File: src/hdl/fetch_macros.svh
`ifndef FETCH_MACROS_SVH
`define FETCH_MACROS_SVH

// Boot address, in the flash region.
`define FETCH_RESET_PC        32'h3000_0000

`define FETCH_LINE_BYTES      16              // Four words per refill.
`define FETCH_ICACHE_LINES    16              // Direct-mapped sets.
`define FETCH_TAG_BITS        26              // Tag taken from pc[31:6].

// Lines inside this window are read as one incrementing burst.
`define FETCH_SDRAM_BASE      32'hA000_0000
`define FETCH_SDRAM_END       32'hBFFF_FFFF

`define FETCH_QUEUE_DEPTH     4               // Packets buffered toward decode.

// AXI field encodings used by the read master.
`define FETCH_AXI_SIZE_WORD   3'b010
`define FETCH_AXI_BURST_FIXED 2'b00
`define FETCH_AXI_BURST_INCR  2'b01
`define FETCH_AXI_RESP_OKAY   2'b00

`endif

File: src/hdl/fetch_pkg.sv
`include "fetch_macros.svh"

package fetch_pkg;

    // Packet handed to decode.
    typedef struct packed {
        logic [31:0] pc;
        logic [31:0] inst;           // Zero when fault is set.
        logic        fault;          // Non-OKAY response on the refill.
    } fetch_pkt_t;

    // One beat of the AXI read data channel.
    typedef struct packed {
        logic [31:0] data;
        logic [1:0]  resp;
        logic        last;
    } rd_beat_t;

    // AXI read address channel fields.
    typedef struct packed {
        logic [31:0] addr;
        logic [7:0]  len;
        logic [2:0]  size;
        logic [1:0]  burst;
    } ar_req_t;

    // Word 0 sits in the low 32 bits.
    typedef logic [`FETCH_LINE_BYTES/4-1:0][31:0] line_t;

    // Line write into the instruction cache.
    typedef struct packed {
        logic [$clog2(`FETCH_ICACHE_LINES)-1:0] index;
        logic [`FETCH_TAG_BITS-1:0]             tag;
        line_t                                  data;
    } fill_t;

endpackage

File: src/hdl/stream_fifo.sv
`timescale 1ns/1ps

module stream_fifo #(
    parameter type T     = logic [31:0],
    parameter int  DEPTH = 2
) (
    input  logic clk,
    input  logic rst,
    input  logic flush,
    input  logic in_valid,
    output logic in_ready,
    input  T     in_data,
    output logic out_valid,
    input  logic out_ready,
    output T     out_data
);
    localparam int AW = (DEPTH > 1) ? $clog2(DEPTH) : 1;
    localparam int CW = $clog2(DEPTH + 1);

    T               mem [DEPTH];
    logic [AW-1:0]  wr_ptr;
    logic [AW-1:0]  rd_ptr;
    logic [CW-1:0]  count;
    logic           running;                  // Set once reset has been released.
    logic           push;
    logic           pop;

    function automatic logic [AW-1:0] next_ptr(input logic [AW-1:0] ptr);
        return (ptr == AW'(DEPTH - 1)) ? '0 : ptr + 1'b1;
    endfunction

    assign in_ready  = running && (count != CW'(DEPTH));
    assign out_valid = (count != '0);
    assign out_data  = mem[rd_ptr];
    assign push      = in_valid && in_ready;
    assign pop       = out_valid && out_ready;

    always_ff @(posedge clk or posedge rst) begin
        if (rst) begin
            running <= 1'b0;
            wr_ptr  <= '0;
            rd_ptr  <= '0;
            count   <= '0;
        end else begin
            running <= 1'b1;
            if (flush) begin
                wr_ptr <= '0;                     // Flush beats a same-cycle push.
                rd_ptr <= '0;
                count  <= '0;
            end else begin
                if (push) wr_ptr <= next_ptr(wr_ptr);
                if (pop)  rd_ptr <= next_ptr(rd_ptr);
                if (push && !pop) count <= count + 1'b1;
                else if (pop && !push) count <= count - 1'b1;
            end
        end
    end

    always_ff @(posedge clk) begin
        if (push) mem[wr_ptr] <= in_data;
    end

endmodule

File: src/hdl/icache.sv
`timescale 1ns/1ps
`include "fetch_macros.svh"

module icache (
    input  logic            clk,
    input  logic            rst,
    input  logic [31:0]     lookup_pc,
    output logic            hit,
    output logic [31:0]     hit_inst,
    input  logic            fill_en,
    input  fetch_pkg::fill_t fill
);
    import fetch_pkg::*;

    localparam int SETS       = `FETCH_ICACHE_LINES;
    localparam int INDEX_BITS = $clog2(SETS);
    localparam int WORD_BITS  = $clog2(`FETCH_LINE_BYTES / 4);
    localparam int OFFSET     = $clog2(`FETCH_LINE_BYTES);
    localparam int TAG_BITS   = `FETCH_TAG_BITS;

    logic [SETS-1:0]     valid;
    logic [TAG_BITS-1:0] tags [SETS];
    line_t               lines [SETS];

    logic [INDEX_BITS-1:0] index;
    logic [WORD_BITS-1:0]  word;
    logic [TAG_BITS-1:0]   tag;
    line_t                 line;

    // Address split for the lookup port.
    assign index = lookup_pc[OFFSET +: INDEX_BITS];
    assign word  = lookup_pc[2 +: WORD_BITS];
    assign tag   = lookup_pc[31 -: TAG_BITS];   // Overlaps the upper index bits.

    assign line     = lines[index];
    assign hit      = valid[index] && (tags[index] == tag);
    assign hit_inst = line[word];

    // Only the valid bits carry reset state.
    always_ff @(posedge clk or posedge rst) begin
        if (rst) begin
            valid <= '0;
        end else if (fill_en) begin
            valid[fill.index] <= 1'b1;
        end
    end

    always_ff @(posedge clk) begin
        if (fill_en) begin
            tags[fill.index]  <= fill.tag;
            lines[fill.index] <= fill.data;
        end
    end

endmodule

File: src/hdl/ifu.sv
`timescale 1ns/1ps
`include "fetch_macros.svh"

module ifu (
    input  logic                  clk,
    input  logic                  rst,
    input  logic                  redirect,
    input  logic [31:0]           redirect_pc,
    output logic [31:0]           lookup_pc,
    input  logic                  hit,
    input  logic [31:0]           hit_inst,
    output logic                  fill_en,
    output fetch_pkg::fill_t      fill,
    output logic                  ar_valid,
    input  logic                  ar_ready,
    output fetch_pkg::ar_req_t    ar,
    input  logic                  beat_valid,
    output logic                  beat_ready,
    input  fetch_pkg::rd_beat_t   beat,
    output logic                  pkt_valid,
    input  logic                  pkt_ready,
    output fetch_pkg::fetch_pkt_t pkt,
    output logic                  flush
);
    import fetch_pkg::*;

    localparam int LINE_WORDS = `FETCH_LINE_BYTES / 4;
    localparam int OB         = $clog2(`FETCH_LINE_BYTES);
    localparam int CW         = $clog2(LINE_WORDS);
    localparam int PW         = $clog2(LINE_WORDS + 1);
    localparam int IB         = $clog2(`FETCH_ICACHE_LINES);

    typedef enum logic [1:0] {IDLE, ADDR, DATA, DRAIN} state_t;

    state_t         state;
    logic [31:0]    pc;
    logic [CW-1:0]  beat_cnt;
    logic [PW-1:0]  pend;                     // Beats still owed by the slave.
    logic           fault_q;
    logic           discard_q;
    ar_req_t        ar_q;
    logic [31:OB]   line_addr;
    line_t          line_q;
    line_t          fill_line;

    logic [31:0]    line_base;
    logic           is_sdram;
    logic           burst_mode;
    logic           pop;
    logic           beat_ok;
    logic [PW-1:0]  pend_after;
    logic           line_done;
    logic [CW-1:0]  next_word;
    logic           issue;
    logic           reissue;

    assign line_base  = {pc[31:OB], {OB{1'b0}}};
    assign is_sdram   = (line_base >= `FETCH_SDRAM_BASE) && (line_base <= `FETCH_SDRAM_END);
    assign burst_mode = (ar_q.burst == `FETCH_AXI_BURST_INCR);
    assign beat_ready = (state == DATA) || (state == DRAIN);
    assign pop        = beat_valid && beat_ready;
    assign beat_ok    = (beat.resp == `FETCH_AXI_RESP_OKAY);
    assign pend_after = pend - {{(PW-1){1'b0}}, pop};
    assign next_word  = beat_cnt + 1'b1;
    assign line_done  = burst_mode ? beat.last : (beat_cnt == CW'(LINE_WORDS - 1));

    // Start of a refill, and the next single-beat request in flash.
    assign issue   = (state == IDLE) && !redirect && !fault_q && !hit;
    assign reissue = (state == DATA) && !redirect && pop && beat_ok && !line_done && !burst_mode;

    assign lookup_pc = pc;
    assign flush     = redirect;
    assign ar        = ar_q;

    assign pkt_valid = (state == IDLE) && !redirect && (fault_q || hit);
    assign pkt.pc    = pc;
    assign pkt.inst  = fault_q ? 32'h0 : hit_inst;
    assign pkt.fault = fault_q;

    // The last word goes straight from the beat into the fill.
    always_comb begin
        fill_line           = line_q;
        fill_line[beat_cnt] = beat.data;
    end

    assign fill_en    = (state == DATA) && !redirect && pop && beat_ok && line_done;
    assign fill.index = line_addr[OB +: IB];
    assign fill.tag   = line_addr[31 -: `FETCH_TAG_BITS];
    assign fill.data  = fill_line;

    always_ff @(posedge clk or posedge rst) begin
        if (rst) begin
            state     <= IDLE;
            pc        <= `FETCH_RESET_PC;
            ar_valid  <= 1'b0;
            beat_cnt  <= '0;
            pend      <= '0;
            fault_q   <= 1'b0;
            discard_q <= 1'b0;
        end else begin
            if (pop) pend <= pend_after;
            case (state)
                IDLE: begin
                    if (redirect) begin
                        pc      <= redirect_pc;
                        fault_q <= 1'b0;
                    end else if (fault_q || hit) begin
                        if (pkt_ready) begin
                            pc      <= pc + 32'd4;
                            fault_q <= 1'b0;
                        end
                    end else begin
                        ar_valid  <= 1'b1;
                        beat_cnt  <= '0;
                        discard_q <= 1'b0;
                        state     <= ADDR;
                    end
                end
                ADDR: begin
                    if (redirect) begin
                        pc        <= redirect_pc;
                        discard_q <= 1'b1;           // Request must still complete.
                    end
                    if (ar_ready) begin
                        ar_valid <= 1'b0;
                        pend     <= burst_mode ? PW'(LINE_WORDS) : PW'(1);
                        state    <= (discard_q || redirect) ? DRAIN : DATA;
                    end
                end
                DATA: begin
                    if (redirect) begin
                        pc    <= redirect_pc;
                        state <= (pend_after != '0) ? DRAIN : IDLE;
                    end else if (pop) begin
                        if (!beat_ok) begin
                            fault_q <= 1'b1;
                            state   <= (pend_after != '0) ? DRAIN : IDLE;
                        end else begin
                            beat_cnt <= next_word;
                            if (line_done) begin
                                state <= IDLE;
                            end else if (!burst_mode) begin
                                ar_valid <= 1'b1;
                                state    <= ADDR;
                            end
                        end
                    end
                end
                DRAIN: begin
                    if (redirect) begin
                        pc      <= redirect_pc;
                        fault_q <= 1'b0;
                    end
                    if (pop && (pend == PW'(1))) state <= IDLE;
                end
                default: state <= IDLE;
            endcase
        end
    end

    // Request fields and line words.
    always_ff @(posedge clk) begin
        if (issue) begin
            line_addr   <= pc[31:OB];
            ar_q.addr   <= line_base;
            ar_q.len    <= is_sdram ? 8'(LINE_WORDS - 1) : 8'd0;
            ar_q.size   <= `FETCH_AXI_SIZE_WORD;
            ar_q.burst  <= is_sdram ? `FETCH_AXI_BURST_INCR : `FETCH_AXI_BURST_FIXED;
        end else if (reissue) begin
            ar_q.addr   <= {line_addr, next_word, 2'b00};
        end
        if ((state == DATA) && pop && beat_ok) line_q[beat_cnt] <= beat.data;
    end

endmodule

File: src/hdl/fetch_top.sv
`timescale 1ns/1ps
`include "fetch_macros.svh"

module fetch_top (
    input  logic                  clk,
    input  logic                  rst,
    input  logic                  redirect,
    input  logic [31:0]           redirect_pc,
    output logic                  ar_valid,
    input  logic                  ar_ready,
    output fetch_pkg::ar_req_t    ar,
    input  logic                  r_valid,
    output logic                  r_ready,
    input  logic [31:0]           r_data,
    input  logic [1:0]            r_resp,
    input  logic                  r_last,
    output logic                  out_valid,
    input  logic                  out_ready,
    output fetch_pkg::fetch_pkt_t out_pkt
);
    import fetch_pkg::*;

    rd_beat_t   r_beat;
    rd_beat_t   beat;
    logic       beat_valid;
    logic       beat_ready;
    fetch_pkt_t pkt;
    logic       pkt_valid;
    logic       pkt_ready;
    logic       flush;
    logic [31:0] lookup_pc;
    logic       hit;
    logic [31:0] hit_inst;
    logic       fill_en;
    fill_t      fill;

    assign r_beat.data = r_data;
    assign r_beat.resp = r_resp;
    assign r_beat.last = r_last;

    ifu i_ifu (
        .clk(clk), .rst(rst),
        .redirect(redirect), .redirect_pc(redirect_pc),
        .lookup_pc(lookup_pc), .hit(hit), .hit_inst(hit_inst),
        .fill_en(fill_en), .fill(fill),
        .ar_valid(ar_valid), .ar_ready(ar_ready), .ar(ar),
        .beat_valid(beat_valid), .beat_ready(beat_ready), .beat(beat),
        .pkt_valid(pkt_valid), .pkt_ready(pkt_ready), .pkt(pkt),
        .flush(flush)
    );

    icache i_icache (
        .clk(clk), .rst(rst),
        .lookup_pc(lookup_pc), .hit(hit), .hit_inst(hit_inst),
        .fill_en(fill_en), .fill(fill)
    );

    // Read beats are never flushed; the fetch unit drains them itself.
    stream_fifo #(.T(rd_beat_t), .DEPTH(2)) i_beat_fifo (
        .clk(clk), .rst(rst), .flush(1'b0),
        .in_valid(r_valid), .in_ready(r_ready), .in_data(r_beat),
        .out_valid(beat_valid), .out_ready(beat_ready), .out_data(beat)
    );

    stream_fifo #(.T(fetch_pkt_t), .DEPTH(`FETCH_QUEUE_DEPTH)) i_pkt_fifo (
        .clk(clk), .rst(rst), .flush(flush),
        .in_valid(pkt_valid), .in_ready(pkt_ready), .in_data(pkt),
        .out_valid(out_valid), .out_ready(out_ready), .out_data(out_pkt)
    );

endmodule

File: config.mk
export PLATFORM = sky130hd
export DESIGN_NAME = fetch_top
export DESIGN_NICKNAME = d
export VERILOG_FILES = /design/src/hdl/fetch_pkg.sv /design/src/hdl/stream_fifo.sv /design/src/hdl/icache.sv /design/src/hdl/ifu.sv /design/src/hdl/fetch_top.sv
export VERILOG_INCLUDE_DIRS = /design/src /design/src/hdl
export SDC_FILE = /design/constraint.sdc
export NUM_CORES = 2
export LEC_CHECK = 0
export BUFFER_PORTS_ARGS = -buffer_cell sky130_fd_sc_hd__buf_2
export CAP_MARGIN = 20
export CELL_PAD_IN_SITES_DETAIL_PLACEMENT = 0
export CELL_PAD_IN_SITES_GLOBAL_PLACEMENT = 1
export CORE_MARGIN = 4
export CORE_UTILIZATION = 55
export DETAILED_ROUTE_END_ITERATION = 16
export GPL_ROUTABILITY_DRIVEN = 0
export PLACE_DENSITY = 0.76
export SETUP_SLACK_MARGIN = 0.05
export SYNTH_ARGS = -nofsm -noshare
export SYNTH_HDL_FRONTEND = slang
export SYNTH_SLANG_ARGS = --single-unit
File: constraint.sdc
create_clock -name clk -period 18.4 [get_ports clk]
set_clock_uncertainty 0.15 [all_clocks]
set_input_delay 2.76 -clock clk [delete_from_list [all_inputs] [get_ports clk]]
set_output_delay 2.76 -clock clk [all_outputs]
set_load 0.005 [all_outputs]
Word level (Yosys, flattened, before mapping)
Memory sizes are Yosys's and may differ from the RTL's.
Cells that the tools add are included.

word-level totals
  word-level logic and storage cells = 218
  bits of input ports = 73
  register bits = 266
  memory bits (writable) = 2794
  memories kept = 4

memory list
  name             depth  bits a word  rd ports  clocked after Yosys merged registers in  wr ports  RTL line           text
  i_icache.lines   16     128          1         0                                        1         icache.sv:23       line_t lines [SETS];
  i_icache.tags    16     26           1         0                                        1         icache.sv:22       logic [TAG_BITS-1:0] tags [SETS];
  i_pkt_fifo.mem   4      65           1         0                                        1         stream_fifo.sv:20  T mem [DEPTH];
  i_beat_fifo.mem  2      35           1         0                                        1         stream_fifo.sv:20

cells by class
  order comparisons = 8
  reductions and logical operators = 60
  $add $sub $neg = 11
  eq/ne operators = 28
  multiplexer cells = 82
  bitwise operators = 1

operators with widths
  kind                   number
  $mux 32                9
  $bwmux 128             1
  $bmux 32 s2            1
  $demux 32 s2           1
  $pmux 32 s2            1
  $mux 2                 24
  $add 32x3->32 const B  1
  $ge 32x32->1 const B   1
  $le 32x32->1 const B   1
  $mux 1                 31
  $logic_and 1x1->1      27
  $eq 26x26->1           1
  $ne 2x2->1 const B     11
  $mux 3                 7
  $or 16x16->16          1
  $reduce_bool 3->1      5
  $reduce_bool 2->1      7
  $reduce_and 6->1       2
  $eq 2x2->1 const B     5
  $lt 4x5->1 const B     2
  $logic_not 1->1        9
  $reduce_and 9->1       1
  $add 2x1->2 const B    4
  $pmux 2 s4             1
  25 further kinds       36

Depth between registers and ports, before layout
  depth in word-level cells = 11
  mapped depth = 18
  depth with buffers taken out = 13

Modules after synthesis
From an unflattened synthesis, not the netlist that was laid out.

unflattened totals
  cells, all modules = 5054
  area, all modules = 118029.4 µm²

by module, submodules not included
  module                     cells an instance  times used  area each (µm²)
  icache                     3722               1           94479.4
  ifu                        799                1           10866.7
  stream_fifo (i_pkt_fifo)   396                1           9885.7
  stream_fifo (i_beat_fifo)  136                1           2793.9
  fetch_top                  1                  1           3.8

Worst setup path before layout
OpenSTA, ideal clock, no wires.

  path kind = in2reg
  start = in redirect
  end = reg i_icache.valid[0]
  arrival time = 15.306 ns
  path buffers = 2
  slack = 2.812 ns
  stages on the path = 6
  cells stage by stage = clkbuf_1 > or3_1 > clkbuf_1 > or4_1 > nor3_1 > or2_2

on the way
  cells in the longest elaborated chain, start to end = 5

RTL lines
  item                            RTL line        text
  start: declaration              fetch_top.sv:7  input logic redirect,
  $logic_not 1->1                 ifu.sv:86       assign fill_en = (state == DATA) && !redirect && pop && beat_ok && line_done;
  $logic_and 1x1->1 (4 in a row)  ifu.sv:86
  end signal: assignment          icache.sv:42    valid <= '0;
  end signal: indexed assignment  icache.sv:44    valid[fill.index] <= 1'b1;
  end: declaration                icache.sv:21    logic [SETS-1:0] valid;

Every way passes these cells.
A chain may end at the register's enable or synchronous reset.

Worst setup path in the final report
  start = in redirect
  end = mem i_icache.lines[13][60] (netlist name) (enable)

on the way
  cells in the longest elaborated chain, start to end = 7

RTL lines
  item                            RTL line      text
  $logic_not 1->1                 ifu.sv:86
  $logic_and 1x1->1 (4 in a row)  ifu.sv:86
  $mux 1                          icache.sv:49  if (fill_en) begin
  $mux 1 (not written as such)    icache.sv:51  lines[fill.index] <= fill.data;
  end: declaration                icache.sv:23

Every way passes these cells.

==> impl_metrics.env <==
export IMPL_outcome="completed"
export IMPL_maxCapViolCount=0
export IMPL_die_area_um2=220900
export IMPL_rsz0062_at_grt="false"
export IMPL_start_util_pct=55.31
export IMPL_clk_insertion_delay_late_ps=950
export IMPL_clockBufferDepth=4
export IMPL_pre_cts_slack_ps=10030
export IMPL_nNetsFinal=5683
export IMPL_clock_fmax_mhz=134.9
export IMPL_wl_um=274100
export IMPL_setup_tns_final_ps=0
export IMPL_cts_root_buffer="clkbuf_16"
export IMPL_yosys_warnings=0
export IMPL_hold_viol=0
export IMPL_cts_resized=0
export IMPL_crit_type="input pin to flop"
export IMPL_cts_htree_levels=5
export IMPL_synthArstFlopShare_pct=2.294
export IMPL_holdWs_ps=313.9
export IMPL_numCtsBuffers=318
export IMPL_period_minus_slack_ps=7413
export IMPL_antenna_found_initial=7
export IMPL_drtAntennaViolNets=0
export IMPL_ys_seq_elements=3051
export IMPL_yosysTopAreaCellShare_pct=76.19
export IMPL_drc=0
export IMPL_synth_seq_area_share_pct=77.71
export IMPL_final_max_slew_viol_count=0
export IMPL_synth_cells=5190
export IMPL_yosys_cell_types_count=86
export IMPL_cp_end_kind="flop"
export IMPL_hold_class="flop to flop"
export IMPL_synth_commonest_cells="2979 x edfxtp_1, 815 x mux4_2, 184 x nor2_1, 157 x a21oi_1, 149 x clkbuf_1"
export IMPL_die_h_um=470.1
export IMPL_core_area_um2=212300
export IMPL_routedWlPerCell_um=31.65
export IMPL_fillCellCount=14200
export IMPL_final_util_pct=62.28
export IMPL_yosys_area_top_type="edfxtp_1"
export IMPL_power_total_mw=17.88
export IMPL_seq_area_um2=91280
export IMPL_ctsHoldBuffers=0
export IMPL_ys_top_cells_by_area="edfxtp_1 76%, mux4_2 16%, dfrtp_1 1.4%"
export IMPL_synth_edf_count=2979
export IMPL_maxSlewHeadroom_pct=18.08
export IMPL_grt_ovfl_total=0
export IMPL_p_per_area_nw_per_um2=135.2
export IMPL_grt_pass1_wl_um=400800
export IMPL_arrival_ps=7790
export IMPL_vias_per_cell=6.469
export IMPL_dr_pass1_iters=6
export IMPL_power_leakage_nw=42.10
export IMPL_synthFlopType="edfxtp_1"
export IMPL_grt_start_max_net_pins=126
export IMPL_grt_use_total_pct=24.95
export IMPL_area_growth_pct=12.60
export IMPL_std_cell_rows=169
export IMPL_post_route_period_util_pct=40.29
export IMPL_multi_input_area_um2=24840
export IMPL_drt_initial_drc_count=6972
export IMPL_io_buffer_count=173
export IMPL_worstPathRequired_ps=18780
export IMPL_dp_hpwl_um=141400
export IMPL_avgSynthCellArea_um2=22.62
export IMPL_setup_ws_ps=10990
export IMPL_synth_cell_area_um2=117400
export IMPL_cts_sinks=3051
export IMPL_yosysMostFrequentCell="edfxtp_1"
export IMPL_cp_start_kind="input pin"
export IMPL_cts_tree="built"
export IMPL_clk_pin_slew_ps=60
export IMPL_worst_slew_pin_slew_ps=1229
export IMPL_setup_viol=0
export IMPL_crit_fanout=46
export IMPL_ios=186
export IMPL_drive_gt1_share_pct=29.38
export IMPL_post_cts_setup_buffers=0
export IMPL_ir_worst_vdd_v=0.0001085
export IMPL_dieWidth_um=470.1
export IMPL_grt_pass1_vias=55990
export IMPL_vias=56020
==> final timing paths <==
check / startpoint / to / slack (ps) / cells after the start
setup / recovery: redirect / i_icache.lines[13][60] / 10990 / 9
hold / removal: i_icache.valid[13] / i_icache.valid[13] / 310 / 1
setup reg to reg: i_ifu.lookup_pc[5] / i_pkt_fifo.mem[1][53] / 11250 / 11
hold reg to reg: i_icache.valid[13] / i_icache.valid[13] / 310 / 1
max in group asynchronous: rst / i_ifu.lookup_pc[6] / 15290 / 3
min in group asynchronous: rst / i_ifu.lookup_pc[1] / 1980 / 3
==> layer usage <==
metal / share of wire [%] / global-route usage [%] / vias up / wire length [um]
li1: - / - / 22720 / -
met1: 41 / 38.08 / 30190 / 113300
met2: 47 / 38.01 / 2694 / 129400
met3: 9.1 / 4.777 / 411 / 25030
met4: 2.3 / 6.187 / 2 / 6299
met5: 0.0026 / 0 / - / 7
==> cells by family (layout without fill, tap and decap cells) <==
group | after synthesis | count (layout) | synth area share (%)
adders and majority gates | 14 | 14 | 0.1556
muxes | 938 | 938 | 16.70
DFF | 3051 | 3051 | 77.71
buffers and inverters | 344 | 967 | 1.354
AOI/OAI and AO/OA | 383 | 383 | 2.114
and+or+nand+nor | 430 | 430 | 1.751
other | 2 | 28 | 0.006396
xor gates and xnor gates | 28 | 28 | 0.2089
==> worst max-delay path: stages <==
cell and delay [ps]:
buf_2 100, buf_4 260, or3_1 580, nor2_1 290, nand3_1 350, nor2_4 820, buf_4 850, buf_4 820
buf_4 800
==> sequential cells by signal, summed over array words and instances, names as in the netlist, 16 cells and up <==
register,cells
i_beat_fifo.mem,70
i_icache.lines,2048
i_icache.tags,416
i_icache.valid,16
i_ifu.ar,31
i_ifu.line_addr,28
i_ifu.line_q,128
i_ifu.lookup_pc,32
i_pkt_fifo.mem,260
==> power breakdown <==
group          internal, mW  switching [mW]
sequential             8.49           0.212
clock                  3.51            2.53
combinational          1.16            1.97
==> area by class of cell <==
type	count	area share (%)
Antenna cell	15	0.02839
Clock inverter	162	0.9530
Clock buffer	386	6.385
Inverter	38	0.1136
Timing Repair Buffer	381	2.023
Tap cell	2821	2.670
Sequential cell	3051	69.04
Multi-Input combinational cell	1806	18.78
==> stage by stage <==
| step | instances | cell area [um2] |
|---|---|---|
| after floorplan | 5201 | 117500 |
| after global placement | 7998 | 121700 |
| after detailed placement | 8006 | 121700 |
| after CTS | 8554 | 131400 |
| after global routing | 8647 | 132200 |
| final | 8660 | 132200 |
==> placed cells by master, fill, tap and decap left out, types with 24 or more instances in the layout <==
cell type	n
o21ai_0	50
buf_4	190
clkbuf_1	53
nand2_1	60
nor2b_1	42
edfxtp_1	2979
clkinv_1	71
clkbuf_16	325
a22o_1	34
buf_2	173
mux2i_1	108
dfrtp_1	58
a22oi_1	30
mux4_2	815
a21oi_1	156
inv_1	35
nand3_1	25
clkinv_2	58
o22ai_1	24
nor2_1	170
No activity file was read; power rests on OpenSTA's default activity.
